--- src/hw/readout_pkg.sv ---
package readout_pkg;

    // readout word and its header nibble
    typedef logic [31:0] data_word_t;
    typedef logic [3:0]  word_hdr_t;

    // apb bus fields
    typedef logic [7:0]  apb_addr_t;
    typedef logic [31:0] apb_data_t;

    // trigger number, lost count and timestamp
    typedef logic [27:0] count_t;

    // output fifo fill level, 0..16
    typedef logic [4:0]  fifo_level_t;

    // tdc word payload fields
    typedef logic [11:0] tdc_seq_t;
    typedef logic [15:0] tdc_len_t;

    // header codes in bits 31:28
    localparam word_hdr_t HDR_TRIG_NUM = 4'h8;
    localparam word_hdr_t HDR_TRIG_TS  = 4'h9;
    localparam word_hdr_t HDR_TDC      = 4'h4;

    // register map, byte addresses
    localparam apb_addr_t REG_CTRL     = 8'h00;
    localparam apb_addr_t REG_STATUS   = 8'h04;
    localparam apb_addr_t REG_TRIG_CNT = 8'h08;
    localparam apb_addr_t REG_LOST     = 8'h0C;
    localparam apb_addr_t REG_CLEAR    = 8'h10;

    // fifo sizes
    localparam int SRC_FIFO_LOG2  = 3;
    localparam int SRC_FIFO_DEPTH = 2 ** SRC_FIFO_LOG2;
    localparam int OUT_FIFO_LOG2  = 4;

    // source 0 is trigger, source 1 is tdc
    localparam int NUM_SRC    = 2;
    localparam int SRC_IDX_W  = $clog2(NUM_SRC);

    typedef struct packed {
        logic      psel;
        logic      penable;
        logic      pwrite;
        apb_addr_t paddr;
        apb_data_t pwdata;
    } apb_req_t;

    typedef struct packed {
        apb_data_t prdata;
        logic      pready;
        logic      pslverr;
    } apb_rsp_t;

    // trig_en lands on bit 0, tdc_en on bit 1
    typedef struct packed {
        logic tdc_en;
        logic trig_en;
    } ctrl_t;

    typedef struct packed {
        logic       valid;
        logic       hold;
        data_word_t data;
    } src_port_t;

endpackage

--- src/hw/apb_regs.sv ---
`timescale 1ns/1ps

module apb_regs (
    input  logic                     CLK_40,
    input  logic                     i_rst_n,
    input  readout_pkg::apb_req_t    i_apb,
    output readout_pkg::apb_rsp_t    o_apb,
    output readout_pkg::ctrl_t       o_ctrl,
    output logic                     o_clear,
    input  readout_pkg::count_t      i_trig_cnt,
    input  readout_pkg::count_t      i_lost_cnt,
    input  readout_pkg::fifo_level_t i_out_level
);
    import readout_pkg::*;

    ctrl_t     ctrl_q;
    logic      access;
    logic      wr_en;
    logic      addr_ok;
    apb_data_t rdata;

    // second cycle of a transfer, always completes
    assign access = i_apb.psel & i_apb.penable;
    assign wr_en  = access & i_apb.pwrite & addr_ok;

    // address decode and read mux
    always_comb
    begin
        addr_ok = 1'b1;
        rdata   = '0;
        case (i_apb.paddr)
            REG_CTRL:     rdata = {30'h0, ctrl_q};
            REG_STATUS:   rdata = {27'h0, i_out_level};
            REG_TRIG_CNT: rdata = {4'h0, i_trig_cnt};
            REG_LOST:     rdata = {4'h0, i_lost_cnt};
            // write only, reads back zero
            REG_CLEAR:    rdata = '0;
            default:      addr_ok = 1'b0;
        endcase
    end

    always_ff @(posedge CLK_40 or negedge i_rst_n)
    begin
        if (!i_rst_n)
            ctrl_q <= '0;
        else if (wr_en && i_apb.paddr == REG_CTRL)
            ctrl_q <= ctrl_t'(i_apb.pwdata[1:0]);
    end

    // one cycle wide, recorders act on the same edge as the write
    assign o_clear = wr_en & (i_apb.paddr == REG_CLEAR) & i_apb.pwdata[0];

    assign o_ctrl = ctrl_q;

    assign o_apb.prdata  = rdata;
    assign o_apb.pready  = 1'b1;
    // unmapped address flagged only in the access phase
    assign o_apb.pslverr = access & ~addr_ok;

endmodule

--- src/hw/readout_top.sv ---
`timescale 1ns/1ps

module readout_top (
    input  logic                    CLK_40,
    input  logic                    i_rst_n,
    input  logic                    i_trigger,
    input  logic                    i_tdc_in,
    input  readout_pkg::apb_req_t   i_apb,
    output readout_pkg::apb_rsp_t   o_apb,
    input  logic                    i_rd_en,
    output logic                    o_rd_valid,
    output readout_pkg::data_word_t o_rd_data
);
    import readout_pkg::*;

    // source ports, index 0 trigger, index 1 tdc
    src_port_t          src [NUM_SRC];
    logic [NUM_SRC-1:0] src_pop;
    ctrl_t              ctrl;
    logic               clear;
    count_t             trig_cnt;
    count_t             lost_cnt;
    fifo_level_t        out_level;
    logic               arb_push;
    data_word_t         arb_data;
    logic               out_full;
    logic               out_empty;

    apb_regs apb_regs_i (
        .CLK_40     (CLK_40),
        .i_rst_n    (i_rst_n),
        .i_apb      (i_apb),
        .o_apb      (o_apb),
        .o_ctrl     (ctrl),
        .o_clear    (clear),
        .i_trig_cnt (trig_cnt),
        .i_lost_cnt (lost_cnt),
        .i_out_level(out_level)
    );

    trigger_recorder trigger_recorder_i (
        .CLK_40    (CLK_40),
        .i_rst_n   (i_rst_n),
        .i_trigger (i_trigger),
        .i_clear   (clear),
        .i_pop     (src_pop[0]),
        .o_src     (src[0]),
        .o_trig_cnt(trig_cnt),
        .o_lost_cnt(lost_cnt)
    );

    tdc_recorder tdc_recorder_i (
        .CLK_40  (CLK_40),
        .i_rst_n (i_rst_n),
        .i_tdc_in(i_tdc_in),
        .i_clear (clear),
        .i_pop   (src_pop[1]),
        .o_src   (src[1])
    );

    rr_arbiter rr_arbiter_i (
        .CLK_40    (CLK_40),
        .i_rst_n   (i_rst_n),
        .i_ctrl    (ctrl),
        .i_src     (src),
        .o_pop     (src_pop),
        .o_push    (arb_push),
        .o_data    (arb_data),
        .i_out_full(out_full)
    );

    // shared output buffer, host reads it first word fall through
    word_fifo #(
        .DEPTH_LOG2(OUT_FIFO_LOG2)
    ) out_fifo_i (
        .CLK_40 (CLK_40),
        .i_rst_n(i_rst_n),
        .i_push (arb_push),
        .i_data (arb_data),
        .i_pop  (i_rd_en),
        .o_data (o_rd_data),
        .o_empty(out_empty),
        .o_full (out_full),
        .o_level(out_level)
    );

    assign o_rd_valid = ~out_empty;

endmodule

--- src/hw/rr_arbiter.sv ---
`timescale 1ns/1ps

module rr_arbiter (
    input  logic                    CLK_40,
    input  logic                    i_rst_n,
    input  readout_pkg::ctrl_t      i_ctrl,
    input  readout_pkg::src_port_t  i_src [readout_pkg::NUM_SRC],
    output logic [readout_pkg::NUM_SRC-1:0] o_pop,
    output logic                    o_push,
    output readout_pkg::data_word_t o_data,
    input  logic                    i_out_full
);
    import readout_pkg::*;

    logic [NUM_SRC-1:0]   en;
    logic [NUM_SRC-1:0]   req;
    logic [SRC_IDX_W-1:0] last_q;
    logic                 hold_q;
    logic [SRC_IDX_W-1:0] gnt_idx;
    logic                 gnt_valid;
    logic                 move;

    // enable bits in source order
    assign en = {i_ctrl.tdc_en, i_ctrl.trig_en};

    always_comb
    begin
        for (int i = 0; i < NUM_SRC; i++)
            req[i] = i_src[i].valid & en[i];
    end

    always_comb
    begin
        int idx;
        gnt_valid = 1'b0;
        gnt_idx   = last_q;
        idx       = 0;
        if (hold_q)
        begin
            // locked to the source until the rest of its group is out
            gnt_valid = i_src[last_q].valid;
        end
        else
        begin
            // search starts one past the last grant
            for (int k = 1; k <= NUM_SRC; k++)
            begin
                idx = (int'(last_q) + k) % NUM_SRC;
                if (!gnt_valid && req[idx])
                begin
                    gnt_valid = 1'b1;
                    gnt_idx   = SRC_IDX_W'(idx);
                end
            end
        end
    end

    // nothing moves while the output fifo is full
    assign move = gnt_valid & ~i_out_full;

    always_comb
    begin
        for (int i = 0; i < NUM_SRC; i++)
            o_pop[i] = move && (int'(gnt_idx) == i);
    end

    assign o_push = move;
    assign o_data = i_src[gnt_idx].data;

    always_ff @(posedge CLK_40 or negedge i_rst_n)
    begin
        if (!i_rst_n)
        begin
            last_q <= '0;
            hold_q <= 1'b0;
        end
        else if (move)
        begin
            last_q <= gnt_idx;
            // hold of the word just moved keeps the grant
            hold_q <= i_src[gnt_idx].hold;
        end
    end

endmodule

--- src/hw/tdc_recorder.sv ---
`timescale 1ns/1ps

module tdc_recorder (
    input  logic                   CLK_40,
    input  logic                   i_rst_n,
    input  logic                   i_tdc_in,
    input  logic                   i_clear,
    input  logic                   i_pop,
    output readout_pkg::src_port_t o_src
);
    import readout_pkg::*;

    // sync pair plus edge reference
    logic [2:0] sync_q;
    logic       fall;
    tdc_len_t   len_cnt;
    tdc_len_t   len_q;
    tdc_seq_t   seq;
    logic       word_pend;
    logic       fifo_push;
    data_word_t fifo_dout;
    logic       fifo_empty;
    logic       fifo_full;

    assign fall = ~sync_q[1] & sync_q[2];

    // pending word is lost when the fifo is full
    assign fifo_push = word_pend & ~fifo_full;

    always_ff @(posedge CLK_40 or negedge i_rst_n)
    begin
        if (!i_rst_n)
        begin
            sync_q    <= '0;
            len_cnt   <= '0;
            seq       <= '0;
            word_pend <= 1'b0;
        end
        else
        begin
            sync_q    <= {sync_q[1:0], i_tdc_in};
            word_pend <= fall;
            // high time in cycles saturating at all ones
            if (sync_q[1])
            begin
                if (len_cnt != '1)
                    len_cnt <= len_cnt + 1'b1;
            end
            else if (fall)
                len_cnt <= '0;
            // sequence only advances on words that were stored
            if (i_clear)
                seq <= '0;
            else if (fifo_push)
                seq <= seq + 1'b1;
        end
    end

    // length captured on the falling edge and written one cycle later
    always_ff @(posedge CLK_40)
    begin
        if (fall)
            len_q <= len_cnt;
    end

    word_fifo #(
        .DEPTH_LOG2(SRC_FIFO_LOG2)
    ) tdc_fifo_i (
        .CLK_40 (CLK_40),
        .i_rst_n(i_rst_n),
        .i_push (fifo_push),
        .i_data ({HDR_TDC, seq, len_q}),
        .i_pop  (i_pop),
        .o_data (fifo_dout),
        .o_empty(fifo_empty),
        .o_full (fifo_full),
        .o_level()
    );

    // single words are never held
    assign o_src.valid = ~fifo_empty;
    assign o_src.hold  = 1'b0;
    assign o_src.data  = fifo_dout;

endmodule

--- src/hw/trigger_recorder.sv ---
`timescale 1ns/1ps

module trigger_recorder (
    input  logic                   CLK_40,
    input  logic                   i_rst_n,
    input  logic                   i_trigger,
    input  logic                   i_clear,
    input  logic                   i_pop,
    output readout_pkg::src_port_t o_src,
    output readout_pkg::count_t    o_trig_cnt,
    output readout_pkg::count_t    o_lost_cnt
);
    import readout_pkg::*;

    typedef enum logic {IDLE, WRITE_TS} trig_state_t;

    trig_state_t            state;
    // two sync flops plus one edge reference
    logic [2:0]             sync_q;
    logic                   rise;
    logic                   has_room;
    logic                   accept;
    count_t                 ts_cnt;
    count_t                 ts_q;
    count_t                 trig_cnt;
    count_t                 lost_cnt;
    logic                   fifo_push;
    data_word_t             fifo_din;
    data_word_t             fifo_dout;
    logic                   fifo_empty;
    logic [SRC_FIFO_LOG2:0] fifo_level;

    assign rise     = sync_q[1] & ~sync_q[2];
    // a pair needs two free slots
    assign has_room = (int'(fifo_level) <= SRC_FIFO_DEPTH - 2);
    assign accept   = (state == IDLE) & rise & has_room;

    always_ff @(posedge CLK_40 or negedge i_rst_n)
    begin
        if (!i_rst_n)
        begin
            sync_q <= '0;
            ts_cnt <= '0;
        end
        else
        begin
            sync_q <= {sync_q[1:0], i_trigger};
            // free running timestamp, wraps
            ts_cnt <= ts_cnt + 1'b1;
        end
    end

    // timestamp of the accepted edge, used one cycle later
    always_ff @(posedge CLK_40)
    begin
        if (rise)
            ts_q <= ts_cnt;
    end

    always_ff @(posedge CLK_40 or negedge i_rst_n)
    begin
        if (!i_rst_n)
        begin
            state    <= IDLE;
            trig_cnt <= '0;
            lost_cnt <= '0;
        end
        else
        begin
            case (state)
                IDLE:     if (accept) state <= WRITE_TS;
                WRITE_TS: state <= IDLE;
                default:  state <= IDLE;
            endcase
            // clear wins over counting
            if (i_clear)
            begin
                trig_cnt <= '0;
                lost_cnt <= '0;
            end
            else if (accept)
                trig_cnt <= trig_cnt + 1'b1;
            else if (state == IDLE && rise)
                lost_cnt <= lost_cnt + 1'b1;
        end
    end

    // number word on accept, timestamp word right after
    assign fifo_push = accept | (state == WRITE_TS);
    assign fifo_din  = (state == WRITE_TS) ? {HDR_TRIG_TS, ts_q} : {HDR_TRIG_NUM, trig_cnt};

    word_fifo #(
        .DEPTH_LOG2(SRC_FIFO_LOG2)
    ) trig_fifo_i (
        .CLK_40 (CLK_40),
        .i_rst_n(i_rst_n),
        .i_push (fifo_push),
        .i_data (fifo_din),
        .i_pop  (i_pop),
        .o_data (fifo_dout),
        .o_empty(fifo_empty),
        .o_full (),
        .o_level(fifo_level)
    );

    // hold while a number word waits so its timestamp follows directly
    assign o_src.valid = ~fifo_empty;
    assign o_src.hold  = ~fifo_empty & (word_hdr_t'(fifo_dout[31:28]) == HDR_TRIG_NUM);
    assign o_src.data  = fifo_dout;

    assign o_trig_cnt = trig_cnt;
    assign o_lost_cnt = lost_cnt;

endmodule

--- src/hw/word_fifo.sv ---
`timescale 1ns/1ps

module word_fifo #(
    parameter int DEPTH_LOG2 = 3
) (
    input  logic                    CLK_40,
    input  logic                    i_rst_n,
    input  logic                    i_push,
    input  readout_pkg::data_word_t i_data,
    input  logic                    i_pop,
    output readout_pkg::data_word_t o_data,
    output logic                    o_empty,
    output logic                    o_full,
    output logic [DEPTH_LOG2:0]     o_level
);
    import readout_pkg::*;

    // storage array
    data_word_t mem [2 ** DEPTH_LOG2];

    logic [DEPTH_LOG2-1:0] wr_ptr;
    logic [DEPTH_LOG2-1:0] rd_ptr;
    logic [DEPTH_LOG2:0]   count;
    logic                  do_push;
    logic                  do_pop;

    // msb of count set only when every slot is taken
    assign o_full  = count[DEPTH_LOG2];
    assign o_empty = (count == '0);
    assign o_level = count;

    // pushes into a full fifo and pops from an empty one are ignored
    assign do_push = i_push & ~o_full;
    assign do_pop  = i_pop & ~o_empty;

    // head word always on the output
    assign o_data = mem[rd_ptr];

    always_ff @(posedge CLK_40)
    begin
        if (do_push)
        begin
            mem[wr_ptr] <= i_data;
        end
    end

    always_ff @(posedge CLK_40 or negedge i_rst_n)
    begin
        if (!i_rst_n)
        begin
            wr_ptr <= '0;
            rd_ptr <= '0;
            count  <= '0;
        end
        else
        begin
            if (do_push)
                wr_ptr <= wr_ptr + 1'b1;
            if (do_pop)
                rd_ptr <= rd_ptr + 1'b1;
            // level follows push and pop together
            case ({do_push, do_pop})
                2'b10:   count <= count + 1'b1;
                2'b01:   count <= count - 1'b1;
                default: count <= count;
            endcase
        end
    end

endmodule

--- config.mk ---
export PLATFORM = sky130hd
export DESIGN_NAME = readout_top
export DESIGN_NICKNAME = d
export VERILOG_FILES = /design/src/hw/readout_pkg.sv /design/src/hw/apb_regs.sv /design/src/hw/readout_top.sv /design/src/hw/rr_arbiter.sv /design/src/hw/tdc_recorder.sv /design/src/hw/trigger_recorder.sv /design/src/hw/word_fifo.sv
export SDC_FILE = /design/constraint.sdc
export NUM_CORES = 1
export LEC_CHECK = 0
export BUFFER_PORTS_ARGS = -buffer_cell sky130_fd_sc_hd__buf_2
export CAP_MARGIN = 15
export CORE_ASPECT_RATIO = 1.5
export CORE_MARGIN = 5
export CORE_UTILIZATION = 45
export DETAILED_ROUTE_END_ITERATION = 10
export PLACE_DENSITY_LB_ADDON = 0.1
export RECOVER_POWER = 100
export SYNTH_ARGS = -nofsm -noshare
export SYNTH_HDL_FRONTEND = slang
export SYNTH_SLANG_ARGS = --single-unit
--- constraint.sdc ---
create_clock -name CLK_40 -period 10.7 [get_ports CLK_40]
set_clock_uncertainty 0.1 [all_clocks]
set_input_delay 1.605 -clock CLK_40 [delete_from_list [all_inputs] [get_ports CLK_40]]
set_output_delay 1.605 -clock CLK_40 [all_outputs]
set_load 0.1 [all_outputs]
==> flow_summary.toml <==
[status]
status = "complete, but fails checks"
violations = "capacitance limit, slew limit"

[timing]
setup_viol = 0
final.period_utilization_pct = 73.8
setup_ws_ps = 2810
fin_setup_tns_ps = 0
grt_setup_unrepaired = "false"
hold_viol_final = 0
max_freq_ghz = 0.127
slew_headroom_pct = -175
whs_ps = 252
worstMarginPinSlew_ps = 4120
final-max-slew-violation-count = 1469
finalWorstPathRequiredPeriod_ps = 7890

[clock_network]
cts_tree = "done"
worst_skew_pair.late_latency_ps = 700
root_buffer = "clkbuf_16"
cts_made_buffers = 111
cts.path.max_buffers = 3
h-tree-depth = 3
cts_resized = 0
cts_hold_buf = 0
clock-sinks = 1153
post_cts_buffers = 0
path_clk_slew_ps = 60

[power_and_ir_drop]
finalPower_mw = 13.4
pwr-share-seq_pct = 44.5
intPower_mw = 9.09
p_comb_share_pct = 25.2
netSwitchingFraction_pct = 31.9
switchingPower_mw = 4.27
ir_drop_v = 0.000262
powerDensity_nw_per_um2 = 260
leakagePower_nw = 16.6
clock_power_share_pct = 30.3

[global_routing]
grt_max_degree = 103
grt_use_total_pct = 18.9
grt-ovfl-total = 0
grt_pass1_vias = 23900
grt_pass1_wl_um = 155000
antenna_found_initial = 0

[placed_design]
hpwl_um = 57000
routabilityCongestion = 0.771
port_buffers = 78
place_ws_ps = 4810

[drt]
vias = 21900
vias_per_cell = 5.64
wirelength_um = 103000
drtIter0Drc = 1625
route.detailed.wl_per_inst_um = 26.4
ant_nets = 0
drc = 0
dr.pass1.iters = 5

[flow_run]
max_cap_violations = 47

[die]
die_area_um2 = 108000
ios = 115
start_util_pct = 45.3
die_x_um = 271
row_count = 143
die_height_um = 401
coreArea_um2 = 101000

[layout]
antenna_cells = 0
drive_gt1_share_pct = 20.0
utilization_pct = 50.7
nets = 2560
area_growth_pct = 12.1

[critical_path]
required_ps = 9000
start_kind = "flop"
end_kind = "output port"
rr_startpoint = "trigger_recorder_i.trig_fifo_i.o_level[0]"
worstPathMaxFanout = 70
cp-startpoint = "out_fifo_i.rd_ptr[1]"
crit_type = "flop to output port"
cp.arrival_ps = 6190
r2r_setup_slack_ps = 4140

[synth]
yosys_warnings = 0
ys.flop_type = "edfxtp_1"
synth_edf_count = 996
netlist-cell-type-count = 60
yosys.area.top_type = "edfxtp_1"
yosysSeqAreaShare_pct = 73.8
synthTopCellsByArea = "edfxtp_1 65%, mux4_2 13%, dfrtp_1 8.6%, xnor2_1 1.5%, nor2_1 0.90%"
syn_area_per_cell_um2 = 19.6
synth.top_cell.area_share_pct = 65.3
netlist_area_um2 = 45800
ys_seq_elements = 1153
yosys-top-cells-count = "996 x edfxtp_1, 271 x mux4_2, 157 x dfrtp_1"
synthArstFlopShare_pct = 13.6
synth_most_common_cell = "edfxtp_1"
synth_cells = 2340

[hold_path]
min-delay-start = "trigger_recorder_i.sync_q[0]"
min_path_type = "flop to flop"
-- power by group through the flow --
stage,clock network (mW),logic [mW],registers [mW]
floorplan,0,2.76,5.79
global placement,0,3.32,6.01
detailed placement,0,3.39,6.04
CTS,4.15,3.39,5.95
global route,4.34,3.59,6.00
finish,4.05,3.36,5.94
-- per-layer routing --
metal  global-route usage, %  up-vias  share of wire (%)
met1                    23.8    11700                 40
met2                    34.9      407                 55
li1                        -     9707                  -
met3                    2.24      113                3.3
met4                    5.13        0                2.0
met5                       0        -                  0
-- cell usage in the layout, fill, tap and decap left out, drive strengths merged, types with 7 or more instances in the layout --
| master | n |
|---|---|
| nor2b | 32 |
| clkinv | 47 |
| a21o | 7 |
| xnor2 | 77 |
| and3 | 20 |
| mux4 | 271 |
| nand2 | 79 |
| edfxtp | 996 |
| nand3 | 43 |
| nor3 | 29 |
| a211oi | 29 |
| xor2 | 45 |
| buf | 44 |
| o21ai | 16 |
| inv | 27 |
| a21oi | 48 |
| clkbuf | 249 |
| ha | 24 |
| mux2 | 34 |
| dfrtp | 157 |
| nor4 | 15 |
| nor2 | 111 |
| nand4 | 36 |
| and4 | 16 |
| a22o | 23 |
| mux2i | 34 |
| bufinv | 17 |
-- metrics by stage --
| stage | instance area, um2 | instances |
|---|---|---|
| 2_1_floorplan | 45800 | 2344 |
| 3_3_place_gp | 47900 | 3654 |
| 3_5_place_dp | 47900 | 3655 |
| 4_1_cts | 51700 | 3866 |
| 5_1_grt | 51400 | 3888 |
| 6_report | 51400 | 3888 |
-- worst paths after layout --
path | endpoint | depth (start not counted)
min | trigger_recorder_i.sync_q[1] | 0
min reg2reg | trigger_recorder_i.sync_q[1] | 0
max in group asynchronous | out_fifo_i.rd_ptr[0] | 2
max | o_rd_data[23] | 4
max reg2reg | out_fifo_i.mem[1][13] | 8
min in group asynchronous | tdc_recorder_i.tdc_fifo_i.wr_ptr[2] | 1
-- flip-flops by register name, indices dropped and copies added (netlist names), 2 cells and up --
register                                flops
tdc_recorder_i.tdc_fifo_i.o_level           4
trigger_recorder_i.ts_q                    28
tdc_recorder_i.tdc_fifo_i.wr_ptr            3
trigger_recorder_i.ts_cnt                  28
trigger_recorder_i.o_trig_cnt              28
out_fifo_i.mem                            496
out_fifo_i.wr_ptr                           4
trigger_recorder_i.trig_fifo_i.mem        232
trigger_recorder_i.o_lost_cnt              28
trigger_recorder_i.trig_fifo_i.rd_ptr       3
tdc_recorder_i.sync_q                       3
trigger_recorder_i.sync_q                   3
trigger_recorder_i.trig_fifo_i.wr_ptr       3
tdc_recorder_i.seq                         12
tdc_recorder_i.len_cnt                     16
out_fifo_i.rd_ptr                           4
tdc_recorder_i.tdc_fifo_i.mem             224
tdc_recorder_i.tdc_fifo_i.rd_ptr            3
out_fifo_i.o_level                          5
trigger_recorder_i.trig_fifo_i.o_level      4
tdc_recorder_i.len_q                       16
apb_regs_i.o_ctrl                           2
-- critical path: stages, from the launching register on --
cell,delay [ps]
dfrtp_1,2330
clkbuf_2,1800
mux4_2,470
mux4_2,540
buf_2,320
-- layout make-up --
| class | count | area [um2] |
|---|---|---|
| fill | 8244 | 49900 |
| clock buffer | 141 | 2960 |
| sequential | 1153 | 33900 |
| multi-input combinational | 1044 | 11400 |
| timing repair buffer | 152 | 659 |
| tap | 1305 | 1630 |
| clock inverter | 70 | 823 |
| inverter | 23 | 86.3 |
-- cell families (layout without fill, tap and decap cells) --
logic type                 count (synthesis)  after routing  share of synthesized area (%)
DFF                                     1153           1153                           73.8
and+or+nand+nor                          411            411                           4.70
muxes                                    339            339                           14.9
buffers and inverters                    147            386                           1.42
AOI/OAI and AO/OA                        139            139                           2.02
xor gates and xnor gates                 122            122                           2.33
adders and majority gates                 27             27                          0.786
other                                      2              6                         0.0164
Note: power is estimated with default switching activity, not from simulation.
